--- src/verilog/temp_pkg.sv ---
`default_nettype none

package temp_pkg;

    localparam int N_SENSORS     = 4;
    localparam int TEMP_BITS     = 13;
    localparam int FRAME_BITS    = 14;   // 13 temperature bits + done flag
    localparam int SCK_PHASE     = 6;    // MCLK cycles per sck half period
    localparam int PERIOD_CYCLES = 256;  // must exceed the 171-cycle read
    localparam int STALE_BITS    = 8;

    localparam int PERIOD_W = $clog2(PERIOD_CYCLES);
    localparam int PHASE_W  = $clog2(SCK_PHASE + 1);
    localparam int BIT_W    = $clog2(FRAME_BITS + 1);

    // most negative reading, used when no channel has reported yet
    localparam logic signed [TEMP_BITS-1:0] TEMP_MIN = {1'b1, {(TEMP_BITS-1){1'b0}}};

    // serial order is MSB first, so temp leads and done is the last bit
    typedef struct packed {
        logic signed [TEMP_BITS-1:0] temp;
        logic                        done;  // conversion complete
    } temp_frame_t;

    typedef struct packed {
        logic signed [TEMP_BITS-1:0] temp;   // last good reading
        logic [STALE_BITS-1:0]       stale;  // frames with done clear, saturating
        logic                        seen;   // at least one good frame
    } chan_status_t;

endpackage

`default_nettype wire

--- src/verilog/acq_scheduler.sv ---
`timescale 1ns/100ps
`default_nettype none

module acq_scheduler (
    input  logic MCLK,
    input  logic arst_n,
    input  logic enable,
    output logic load_n
);

    logic [temp_pkg::PERIOD_W-1:0] period_cnt;
    logic                          terminal;

    assign terminal = (period_cnt == temp_pkg::PERIOD_W'(temp_pkg::PERIOD_CYCLES - 1));

    always_ff @(posedge MCLK or negedge arst_n) begin
        if (!arst_n) begin
            period_cnt <= '0;
            load_n     <= 1'b1;
        end else if (!enable) begin
            period_cnt <= '0;  // restart so the first strobe is a full period away
            load_n     <= 1'b1;
        end else begin
            load_n <= ~terminal;  // one-cycle low pulse
            if (terminal) begin
                period_cnt <= '0;
            end else begin
                period_cnt <= period_cnt + 1'b1;
            end
        end
    end

    // strobe is a single cycle, never a level
    a_load_pulse: assert property (
        @(posedge MCLK) disable iff (!arst_n)
        !load_n |=> load_n
    );

endmodule

`default_nettype wire

--- src/verilog/tc77_reader.sv ---
`timescale 1ns/100ps
`default_nettype none

module tc77_reader (
    input  logic                  MCLK,
    input  logic                  arst_n,
    input  logic                  load_n,
    input  logic                  sio,
    output logic                  cs_n,
    output logic                  sck,
    output temp_pkg::temp_frame_t frame,
    output logic                  complete_n
);

    typedef enum logic [1:0] {
        st_idle,
        st_select,
        st_phase,
        st_finish
    } state_t;

    state_t                       state;
    logic [temp_pkg::PHASE_W-1:0] phase_cnt;  // 1..SCK_PHASE within a half period
    logic [temp_pkg::BIT_W-1:0]   bit_cnt;    // bits sampled so far
    logic                         half_end;
    logic                         sck_rise;

    assign half_end = (state == st_phase) &&
                      (phase_cnt == temp_pkg::PHASE_W'(temp_pkg::SCK_PHASE));
    assign sck_rise = half_end && !sck;

    always_ff @(posedge MCLK or negedge arst_n) begin
        if (!arst_n) begin
            state      <= st_idle;
            cs_n       <= 1'b1;
            sck        <= 1'b0;
            complete_n <= 1'b1;
            phase_cnt  <= '0;
            bit_cnt    <= '0;
        end else begin
            case (state)
                st_idle: begin
                    complete_n <= 1'b1;
                    cs_n       <= 1'b1;
                    sck        <= 1'b0;
                    if (!load_n) begin
                        state <= st_select;
                    end
                end
                st_select: begin
                    cs_n      <= 1'b0;  // first bit starts here
                    sck       <= 1'b0;
                    phase_cnt <= temp_pkg::PHASE_W'(1);
                    bit_cnt   <= '0;
                    state     <= st_phase;
                end
                st_phase: begin
                    if (half_end) begin
                        phase_cnt <= temp_pkg::PHASE_W'(1);
                        sck       <= ~sck;
                        if (sck_rise) begin
                            bit_cnt <= bit_cnt + 1'b1;
                        end else if (bit_cnt == temp_pkg::BIT_W'(temp_pkg::FRAME_BITS)) begin
                            cs_n  <= 1'b1;  // release with the last falling sck
                            state <= st_finish;
                        end
                    end else begin
                        phase_cnt <= phase_cnt + 1'b1;
                    end
                end
                st_finish: begin
                    complete_n <= 1'b0;
                    state      <= st_idle;
                end
                default: begin
                    state <= st_idle;
                end
            endcase
        end
    end

    // sample on the rising sck since the sensor changed sio on the falling one
    always_ff @(posedge MCLK) begin
        if (sck_rise) begin
            frame <= {frame[temp_pkg::FRAME_BITS-2:0], sio};
        end
    end

    a_sck_idle_low: assert property (
        @(posedge MCLK) disable iff (!arst_n)
        cs_n |-> !sck
    );

    // frame handed over only after the sensor is deselected
    a_complete_deselected: assert property (
        @(posedge MCLK) disable iff (!arst_n)
        !complete_n |-> cs_n
    );

endmodule

`default_nettype wire

--- src/verilog/sample_collector.sv ---
`timescale 1ns/100ps
`default_nettype none

module sample_collector (
    input  logic                                                  MCLK,
    input  logic                                                  arst_n,
    input  logic [temp_pkg::N_SENSORS-1:0]                        complete_n,
    input  temp_pkg::temp_frame_t [temp_pkg::N_SENSORS-1:0]       frames,
    input  logic signed [temp_pkg::TEMP_BITS-1:0]                 threshold,
    output temp_pkg::chan_status_t [temp_pkg::N_SENSORS-1:0]      status,
    output logic signed [temp_pkg::TEMP_BITS-1:0]                 max_temp,
    output logic                                                  frame_done,
    output logic                                                  alarm
);

    logic signed [temp_pkg::TEMP_BITS-1:0] max_comb;

    // signed max over channels that have reported a good frame
    always_comb begin
        max_comb = temp_pkg::TEMP_MIN;
        for (int i = 0; i < temp_pkg::N_SENSORS; i++) begin
            if (status[i].seen && (status[i].temp > max_comb)) begin
                max_comb = status[i].temp;
            end
        end
    end

    always_ff @(posedge MCLK or negedge arst_n) begin
        if (!arst_n) begin
            status     <= '0;
            max_temp   <= temp_pkg::TEMP_MIN;
            frame_done <= 1'b0;
            alarm      <= 1'b0;
        end else begin
            frame_done <= (complete_n == '0);  // readers run in lockstep
            max_temp   <= max_comb;
            alarm      <= (max_comb > threshold);
            for (int i = 0; i < temp_pkg::N_SENSORS; i++) begin
                if (!complete_n[i]) begin
                    if (frames[i].done) begin
                        status[i].temp <= frames[i].temp;
                        status[i].seen <= 1'b1;
                    end else if (status[i].stale != '1) begin
                        status[i].stale <= status[i].stale + 1'b1;  // saturate at max
                    end
                end
            end
        end
    end

    // one shared load strobe keeps every reader on the same cycle
    a_complete_lockstep: assert property (
        @(posedge MCLK) disable iff (!arst_n)
        (complete_n == '0) || (complete_n == '1)
    );

endmodule

`default_nettype wire

--- src/verilog/temp_monitor_top.sv ---
`timescale 1ns/100ps
`default_nettype none

module temp_monitor_top (
    input  logic                                             MCLK,
    input  logic                                             arst_n,
    input  logic                                             enable,
    input  logic signed [temp_pkg::TEMP_BITS-1:0]            threshold,
    input  logic [temp_pkg::N_SENSORS-1:0]                   sio,
    output logic [temp_pkg::N_SENSORS-1:0]                   cs_n,
    output logic [temp_pkg::N_SENSORS-1:0]                   sck,
    output temp_pkg::chan_status_t [temp_pkg::N_SENSORS-1:0] status,
    output logic signed [temp_pkg::TEMP_BITS-1:0]            max_temp,
    output logic                                             frame_done,
    output logic                                             alarm
);

    logic                                              load_n;
    logic [temp_pkg::N_SENSORS-1:0]                    complete_n;
    temp_pkg::temp_frame_t [temp_pkg::N_SENSORS-1:0]   frames;

    acq_scheduler i_scheduler (
        .MCLK   (MCLK),
        .arst_n (arst_n),
        .enable (enable),
        .load_n (load_n)
    );

    // one reader per sensor, all started by the common strobe
    for (genvar i = 0; i < temp_pkg::N_SENSORS; i++) begin : g_reader
        tc77_reader i_reader (
            .MCLK       (MCLK),
            .arst_n     (arst_n),
            .load_n     (load_n),
            .sio        (sio[i]),
            .cs_n       (cs_n[i]),
            .sck        (sck[i]),
            .frame      (frames[i]),
            .complete_n (complete_n[i])
        );
    end

    sample_collector i_collector (
        .MCLK       (MCLK),
        .arst_n     (arst_n),
        .complete_n (complete_n),
        .frames     (frames),
        .threshold  (threshold),
        .status     (status),
        .max_temp   (max_temp),
        .frame_done (frame_done),
        .alarm      (alarm)
    );

endmodule

`default_nettype wire

--- config.mk ---
export PLATFORM = sky130hd
export DESIGN_NAME = temp_monitor_top
export DESIGN_NICKNAME = d
export VERILOG_FILES = /design/src/verilog/temp_pkg.sv /design/src/verilog/acq_scheduler.sv /design/src/verilog/tc77_reader.sv /design/src/verilog/sample_collector.sv /design/src/verilog/temp_monitor_top.sv
export SDC_FILE = /design/constraint.sdc
export NUM_CORES = 1
export LEC_CHECK = 0
export ABC_AREA = 1
export BUFFER_PORTS_ARGS = -buffer_cell sky130_fd_sc_hd__buf_2
export CAP_MARGIN = 20
export CORE_UTILIZATION = 45
export DETAILED_ROUTE_END_ITERATION = 10
export GPL_ROUTABILITY_DRIVEN = 0
export SETUP_SLACK_MARGIN = 0.02
export SYNTH_ARGS = -nofsm -noshare
export SYNTH_HDL_FRONTEND = slang
export SYNTH_SLANG_ARGS = --single-unit
export TNS_END_PERCENT = 50
--- constraint.sdc ---
create_clock -name MCLK -period 9 [get_ports MCLK]
set_input_delay 0.45 -clock MCLK [delete_from_list [all_inputs] [get_ports MCLK]]
set_output_delay 0.45 -clock MCLK [all_outputs]
set_load 0.01 [all_outputs]
== Yosys cells after proc, flatten, opt, wreduce, memory -nomap -nowiden ==
Index checks and enable logic that the tools add are counted.
Operators by class
  add/subtract/negate cells: 13
  magnitude comparators: 5
  eq/ne operators: 45
  muxes and demuxes: 72
  bitwise logic cells: 13
  reductions and logical operators: 65
Operator list (number)
  $gt A13 B13 Y1: 4
  $mux W13: 4
  $add A8 B1 Y8 const B: 5
  $mux W4: 8
  $ne A8 B8 Y1 const B: 4
  $pmux W2 S4: 4
  $pmux W4 S2: 4
  $reduce_and A4 Y1: 8
  $mux W2: 13
  $ne A2 B2 Y1 const B: 12
  $pmux W3 S2: 4
  $reduce_and A3 Y1: 8
  $reduce_bool A2 Y1: 12
  $mux W1: 17
  $add A4 B1 Y4 const B: 4
  $eq A2 B2 Y1 const B: 8
  $eq A4 B4 Y1 const B: 4
  $mux W8: 2
  $ne A2 B1 Y1 const B: 8
  $pmux W1 S2: 8
  $reduce_and A2 Y1: 8
  $gt A13 B13 Y1 const B: 1
  $not A1 Y1: 13
  $add A3 B1 Y3 const B: 4
  other kinds (11): 46
Word-level totals
  register bits after elaboration: 216
  output and inout port bits: 111

== Logic depth before layout (Yosys ltp) ==
  depth in word-level cells: 13
  gate-level depth with buffers: 60
  mapped depth without buffers: 57

== By module ==
A second synthesis with hierarchy kept.
Second synthesis, totals
  cell total of the unflattened synthesis: 1151
  area total of the unflattened synthesis: 11178.2 um^2
By module, submodules not included
  sample_collector: times used 1, cells an instance 710, area each 6043.3 um^2, sequential area each 2578.7 um^2
  tc77_reader: times used 4, cells an instance 98, area each 1172.4 um^2, sequential area each 723.2 um^2
  acq_scheduler: times used 1, cells an instance 49, area each 445.4 um^2, sequential area each 226.5 um^2

== Least setup slack after synthesis ==
No wires, ideal clock.
  path type: register to register
  start: register i_collector.status[17] (netlist name)
  end: register i_collector.alarm
  data arrival time: 6.960 ns
  slack: 1.905 ns
  cell stages (with the launch flop): 54
  path buffers: 4
  path through: dfrtp_1 nor4_1 nand3_1 nand2_1 inv_1 nand2_1 ha_1 nand2_1 inv_1 nand2_1 nand2_1 a21oi_1 nand3_2 nand3_4 buf_6 clkbuf_1 o21ai_0 ha_1 [... 18 more ...] nand4_1 nand2_1 inv_1 clkbuf_1 nand2_1 nand2_1 ha_1 a21oi_1 o21ai_0 a21o_1 a21oi_1 nor2_1 o21a_1 o21a_1 o21ai_0 nand2_1 nand2_1 a221oi_1
Between the ends
  longest elaborated chain between the ends: 13
RTL lines
  $gt A13 B13 Y1: line sample_collector.sv:22  | if (status[i].seen && (status[i].temp > max_comb)) begin
  $logic_and A1 B1 Y1: line sample_collector.sv:22
  $mux W13 (*): line sample_collector.sv:22
  $gt A13 B13 Y1: line sample_collector.sv:22
  $logic_and A1 B1 Y1: line sample_collector.sv:22
  $mux W13 (*): line sample_collector.sv:22
  $gt A13 B13 Y1: line sample_collector.sv:22
  $logic_and A1 B1 Y1: line sample_collector.sv:22
  $mux W13 (*): line sample_collector.sv:22
  $gt A13 B13 Y1: line sample_collector.sv:22
  $logic_and A1 B1 Y1: line sample_collector.sv:22
  $mux W13 (*): line sample_collector.sv:22
  via i_collector.max_comb, one bit: line sample_collector.sv:16  | logic signed [temp_pkg::TEMP_BITS-1:0] max_comb;
  $gt A13 B13 Y1 (*): line sample_collector.sv:37  | alarm <= (max_comb > threshold);
  end signal: assignment: line sample_collector.sv:37
  end: declaration: line sample_collector.sv:13  | output logic alarm
Mark *: on every way through the listed nets, which the timed path passes. The rest lies on a longest branch.
A chain may end at the register's enable or synchronous reset.

== Final worst setup path ==
  start: register i_collector.status[10] (netlist name)
  end: register i_collector.alarm
Between the ends
  longest elaborated chain between the ends: 13
RTL lines (line)
  $gt A13 B13 Y1: sample_collector.sv:22
  $logic_and A1 B1 Y1: sample_collector.sv:22
  $mux W13 (*): sample_collector.sv:22
  $gt A13 B13 Y1: sample_collector.sv:22
  $logic_and A1 B1 Y1: sample_collector.sv:22
  $mux W13 (*): sample_collector.sv:22
  $gt A13 B13 Y1: sample_collector.sv:22
  $logic_and A1 B1 Y1: sample_collector.sv:22
  $mux W13 (*): sample_collector.sv:22
  $gt A13 B13 Y1: sample_collector.sv:22
  $logic_and A1 B1 Y1: sample_collector.sv:22
  $mux W13 (*): sample_collector.sv:22
  via i_collector.max_comb, one bit: sample_collector.sv:16
  $gt A13 B13 Y1 (*): sample_collector.sv:37
Marks and branches as above.

==> results.cfg <==
[timing]
finalClockSkew_ns = 0.0314
min_period_over_period = 0.885
fin_crit_ns = 7.97
relSlewSlack = 0.379
setup_viol = 0
holdWs_ns = -0.0297
maxSlewViolCount = 0
hold_viol = 9
fmax_ghz = 0.126
worstMarginPinSlew_ns = 0.932
tns_ns = 0
rsz0062_at_grt = no

[global_route]
grt_antenna_before_repair = 0
grt_pass1_wl_um = 36700
grt_max_degree = 97
grt_pass1_vias = 7323
grt_remaining_overflow = 0
track_usage = 0.187

[setup_path]
r2r-start = i_collector.status[10]$_DFFE_PN0P_
critical_path.most_common_cell = nand2_1
path_max_fanout = 23
startpoint_type = flop
crit_family = compound AO/OA/AOI/OAI gates
cp.arrival_ns = 8.36
max_stage_delay_ns = 0.38
path_class = flop to flop
crit_end = i_collector.alarm$_DFF_PN0_
crit_buf_inv = 4
reg2reg_depth = 52
startpoint = i_collector.status[10]$_DFFE_PN0P_
rrSetupSlack_ns = 1.03
required_ns = 9.39
endpoint_kind = flop
cp_slowest_cell = dfrtp_1
r2r_end = i_collector.alarm$_DFF_PN0_
path_depth = 52

[clock_network]
cts_buffer_depth = 3
clk_pin_slew_ns = 0.06
cts_made_buffers = 24
post_cts_resized = 0
tritoncts = yes
h-tree-depth = 1
cts_root_buf = clkbuf_16
clkSinkCount = 216
clk_latency_ns = 0.53
cts_setup_buffers = 0
ctsHoldBuffers = 0

[outcome]
status = finished with violations
violations = hold timing

[floorplan]
design.die.area_mm2 = 0.0247
die_h_um = 157
core_mm2 = 0.0235
die_w_um = 157
start_util = 0.460
io_pins = 131
fp-row-count = 56

[logic_synthesis]
syn_avg_cell_area_um2 = 9.80
yosysSeqAreaShare = 0.526
synth_nets = 1218
synth_compound_area_frac = 0.0630
synth_edf_count = 56
synth_top_area_frac = 0.346
synth-xor-area-share = 0.0323
yosysTopAreaCell = dfrtp_1
synth_top_family_by_area = simple AND/OR/NAND/NOR gates
synthFlopType = dfrtp_1
ys_ff_latch = 216
synthSimpleGateAreaFrac = 0.178
synth_warnings = 0
synth_area_leaders = dfrtp_1, edfxtp_1, ha_1, nand2_1, inv_1
ys_types = 43
synth-async-reset-ratio = 0.741
synth_mux_area_frac = 0.0291
synth_fa_ha_area_frac = 0.106
synthCells = 1106
synth_area_mm2 = 0.0108

[routing]
vias = 7723
drc = 0
wl_um = 22500
wl_per_cell_um = 14.3
vias_per_cell = 4.91
drt-pass1-iter-count = 5
drt_iter0_drc = 463
final_antenna_net_count = 0

[place]
placed_cell_area_mm2 = 0.0117
portBuffers = 130
hpwl_um = 16600
dp_cells = 1529

[pwr]
cellLeakagePower_nw = 6.39
irDropWorstVdd_v = 0.000156
power_density_mw_per_mm2 = 161

[finish]
regArea_mm2 = 0.00570
final-instance-count-excl-fill = 1573
multiInputGateArea_mm2 = 0.00444
synthToLayoutAreaGrowth_pct = 15.8
final_area_mm2 = 0.0126
antenna_cells = 0
nets = 1348
drive_gt1_frac = 0.191
fillerInstances = 2138

[job]
cap_violations = 0

[worst_hold_path]
hold_class = input port to asynchronous set/reset pin
-- cells in the mapped netlist, drive strengths merged, types with 5 or more instances --
master and number:
nor3 13, nor2 81, nand2 234, xor2 25, a21oi 50, dfstp 10, edfxtp 56, buf 15
o31ai 8, inv 147, clkbuf 12, o21ai 51, mux2 28, xnor2 15, nand3b 5, nand3 61
ha 92, nand4 31, dfrtp 150
-- through the flow --
step	worst slack, ns	utilization	total power [mW]	hold slack [ns]
after floorplan	1.90	-	1.03	0.154
after global placement	0.988	0.499	1.05	0.425
after detailed placement	0.743	0.499	1.05	0.433
after CTS	0.691	0.533	2.05	0.0574
after global routing	0.144	0.533	2.09	0.104
final	1.03	0.533	2.02	-0.0297
-- flip-flops by register name (all words and copies together) (netlist names) --
signal	cells
i_collector.frame_done	1
g_reader.i_reader.complete_n	4
g_reader.i_reader.frame	56
g_reader.i_reader.sck	4
g_reader.i_reader.state	8
g_reader.i_reader.cs_n	4
i_scheduler.load_n	1
i_collector.max_temp	13
i_collector.alarm	1
i_collector.status	88
g_reader.i_reader.phase_cnt	12
g_reader.i_reader.bit_cnt	16
i_scheduler.period_cnt	8
-- power by group --
part | switching [mW] | total [mW] | internal [mW] | leakage, nW
clock | 0.385 | 0.991 | 0.605 | 0.400
combinational | 0.0206 | 0.0282 | 0.00763 | 3.35
sequential | 0.000823 | 1.00 | 1.00 | 2.64
total | 0.407 | 2.02 | 1.62 | 6.39
-- placed cells by master (no fill, tap or decap), types with 2 or more instances in the layout --
cell,Yosys,final
nand3_1,55,55
o21a_1,3,3
o31ai_1,8,8
ha_1,92,92
nor2_1,77,76
nor3_1,13,13
clkbuf_16,0,25
o22ai_1,3,3
xnor2_1,15,15
nand3b_1,5,5
o21bai_1,2,2
buf_2,3,129
nand3_4,2,2
inv_2,2,2
clkbuf_1,12,3
clkbuf_8,0,2
a31oi_1,3,3
dfstp_2,10,10
clkinv_1,0,5
a21oi_1,49,49
clkinv_2,0,6
a21o_1,3,3
nor4_1,3,3
edfxtp_1,56,56
nand4_1,31,31
nand2_2,17,18
bufinv_16,0,3
nor2_2,3,4
inv_1,145,145
o21ai_0,46,40
nand3_2,4,4
dfrtp_1,150,150
nand2_1,216,215
mux2_2,28,28
o21ai_1,5,11
xor2_1,25,25
-- how the worst min path moves through the flow --
stage | from | end | slack, ns | cells past startpoint
2_1_floorplan | arst_n | g_reader[0].i_reader.bit_cnt[0]$_DFFE_PN0P_ | 0.15 | 0
3_3_place_gp | g_reader[3].i_reader.frame[11]$_DFFE_PP_ | g_reader[3].i_reader.frame[12]$_DFFE_PP_ | 0.43 | 0
3_5_place_dp | g_reader[1].i_reader.frame[9]$_DFFE_PP_ | g_reader[1].i_reader.frame[10]$_DFFE_PP_ | 0.43 | 0
4_1_cts | arst_n | i_collector.status[18]$_DFFE_PN0P_ | 0.06 | 1
5_1_grt | sio[0] | g_reader[0].i_reader.frame[0]$_DFFE_PP_ | 0.10 | 1
6_report | arst_n | i_collector.status[21]$_DFFE_PN0P_ | -0.03 | 1
-- worst reg2reg max path: cells and delay by family, from the launching register on --
kind | cells | cell delay, ns
compound gates | 20 | 2.90
fa+ha+maj | 4 | 1.14
buf+inv | 4 | 0.56
flops | 1 | 0.38
simple gates | 24 | 2.84
-- cells by family (layout without fill, tap and decap cells) --
| family | Yosys count | count (layout) |
|---|---|---|
| fa+ha+maj | 92 | 92 |
| compound gates | 125 | 125 |
| buf+inv | 174 | 322 |
| mux | 28 | 28 |
| xor+xnor | 40 | 40 |
| simple gates | 431 | 431 |
| flops | 216 | 216 |
-- cell type report --
cell class | count | share of cell area
inverter | 147 | 0.0440
tap | 319 | 0.0318
clock buffer | 30 | 0.0529
timing repair buffer | 131 | 0.0529
sequential | 216 | 0.454
multi-input combinational | 716 | 0.353
clock inverter | 14 | 0.0111
-- routing by layer --
| layer | part of all wire | up-vias | GRT usage |
|---|---|---|---|
| met2 | 0.47 | 170 | 0.305 |
| li1 | - | 3917 | - |
| met3 | 0.046 | 42 | 0.0297 |
| met4 | 0.023 | 0 | 0.0532 |
| met1 | 0.46 | 3594 | 0.256 |
| met5 | 0 | - | 0 |
(Power assumes the default switching activity.)
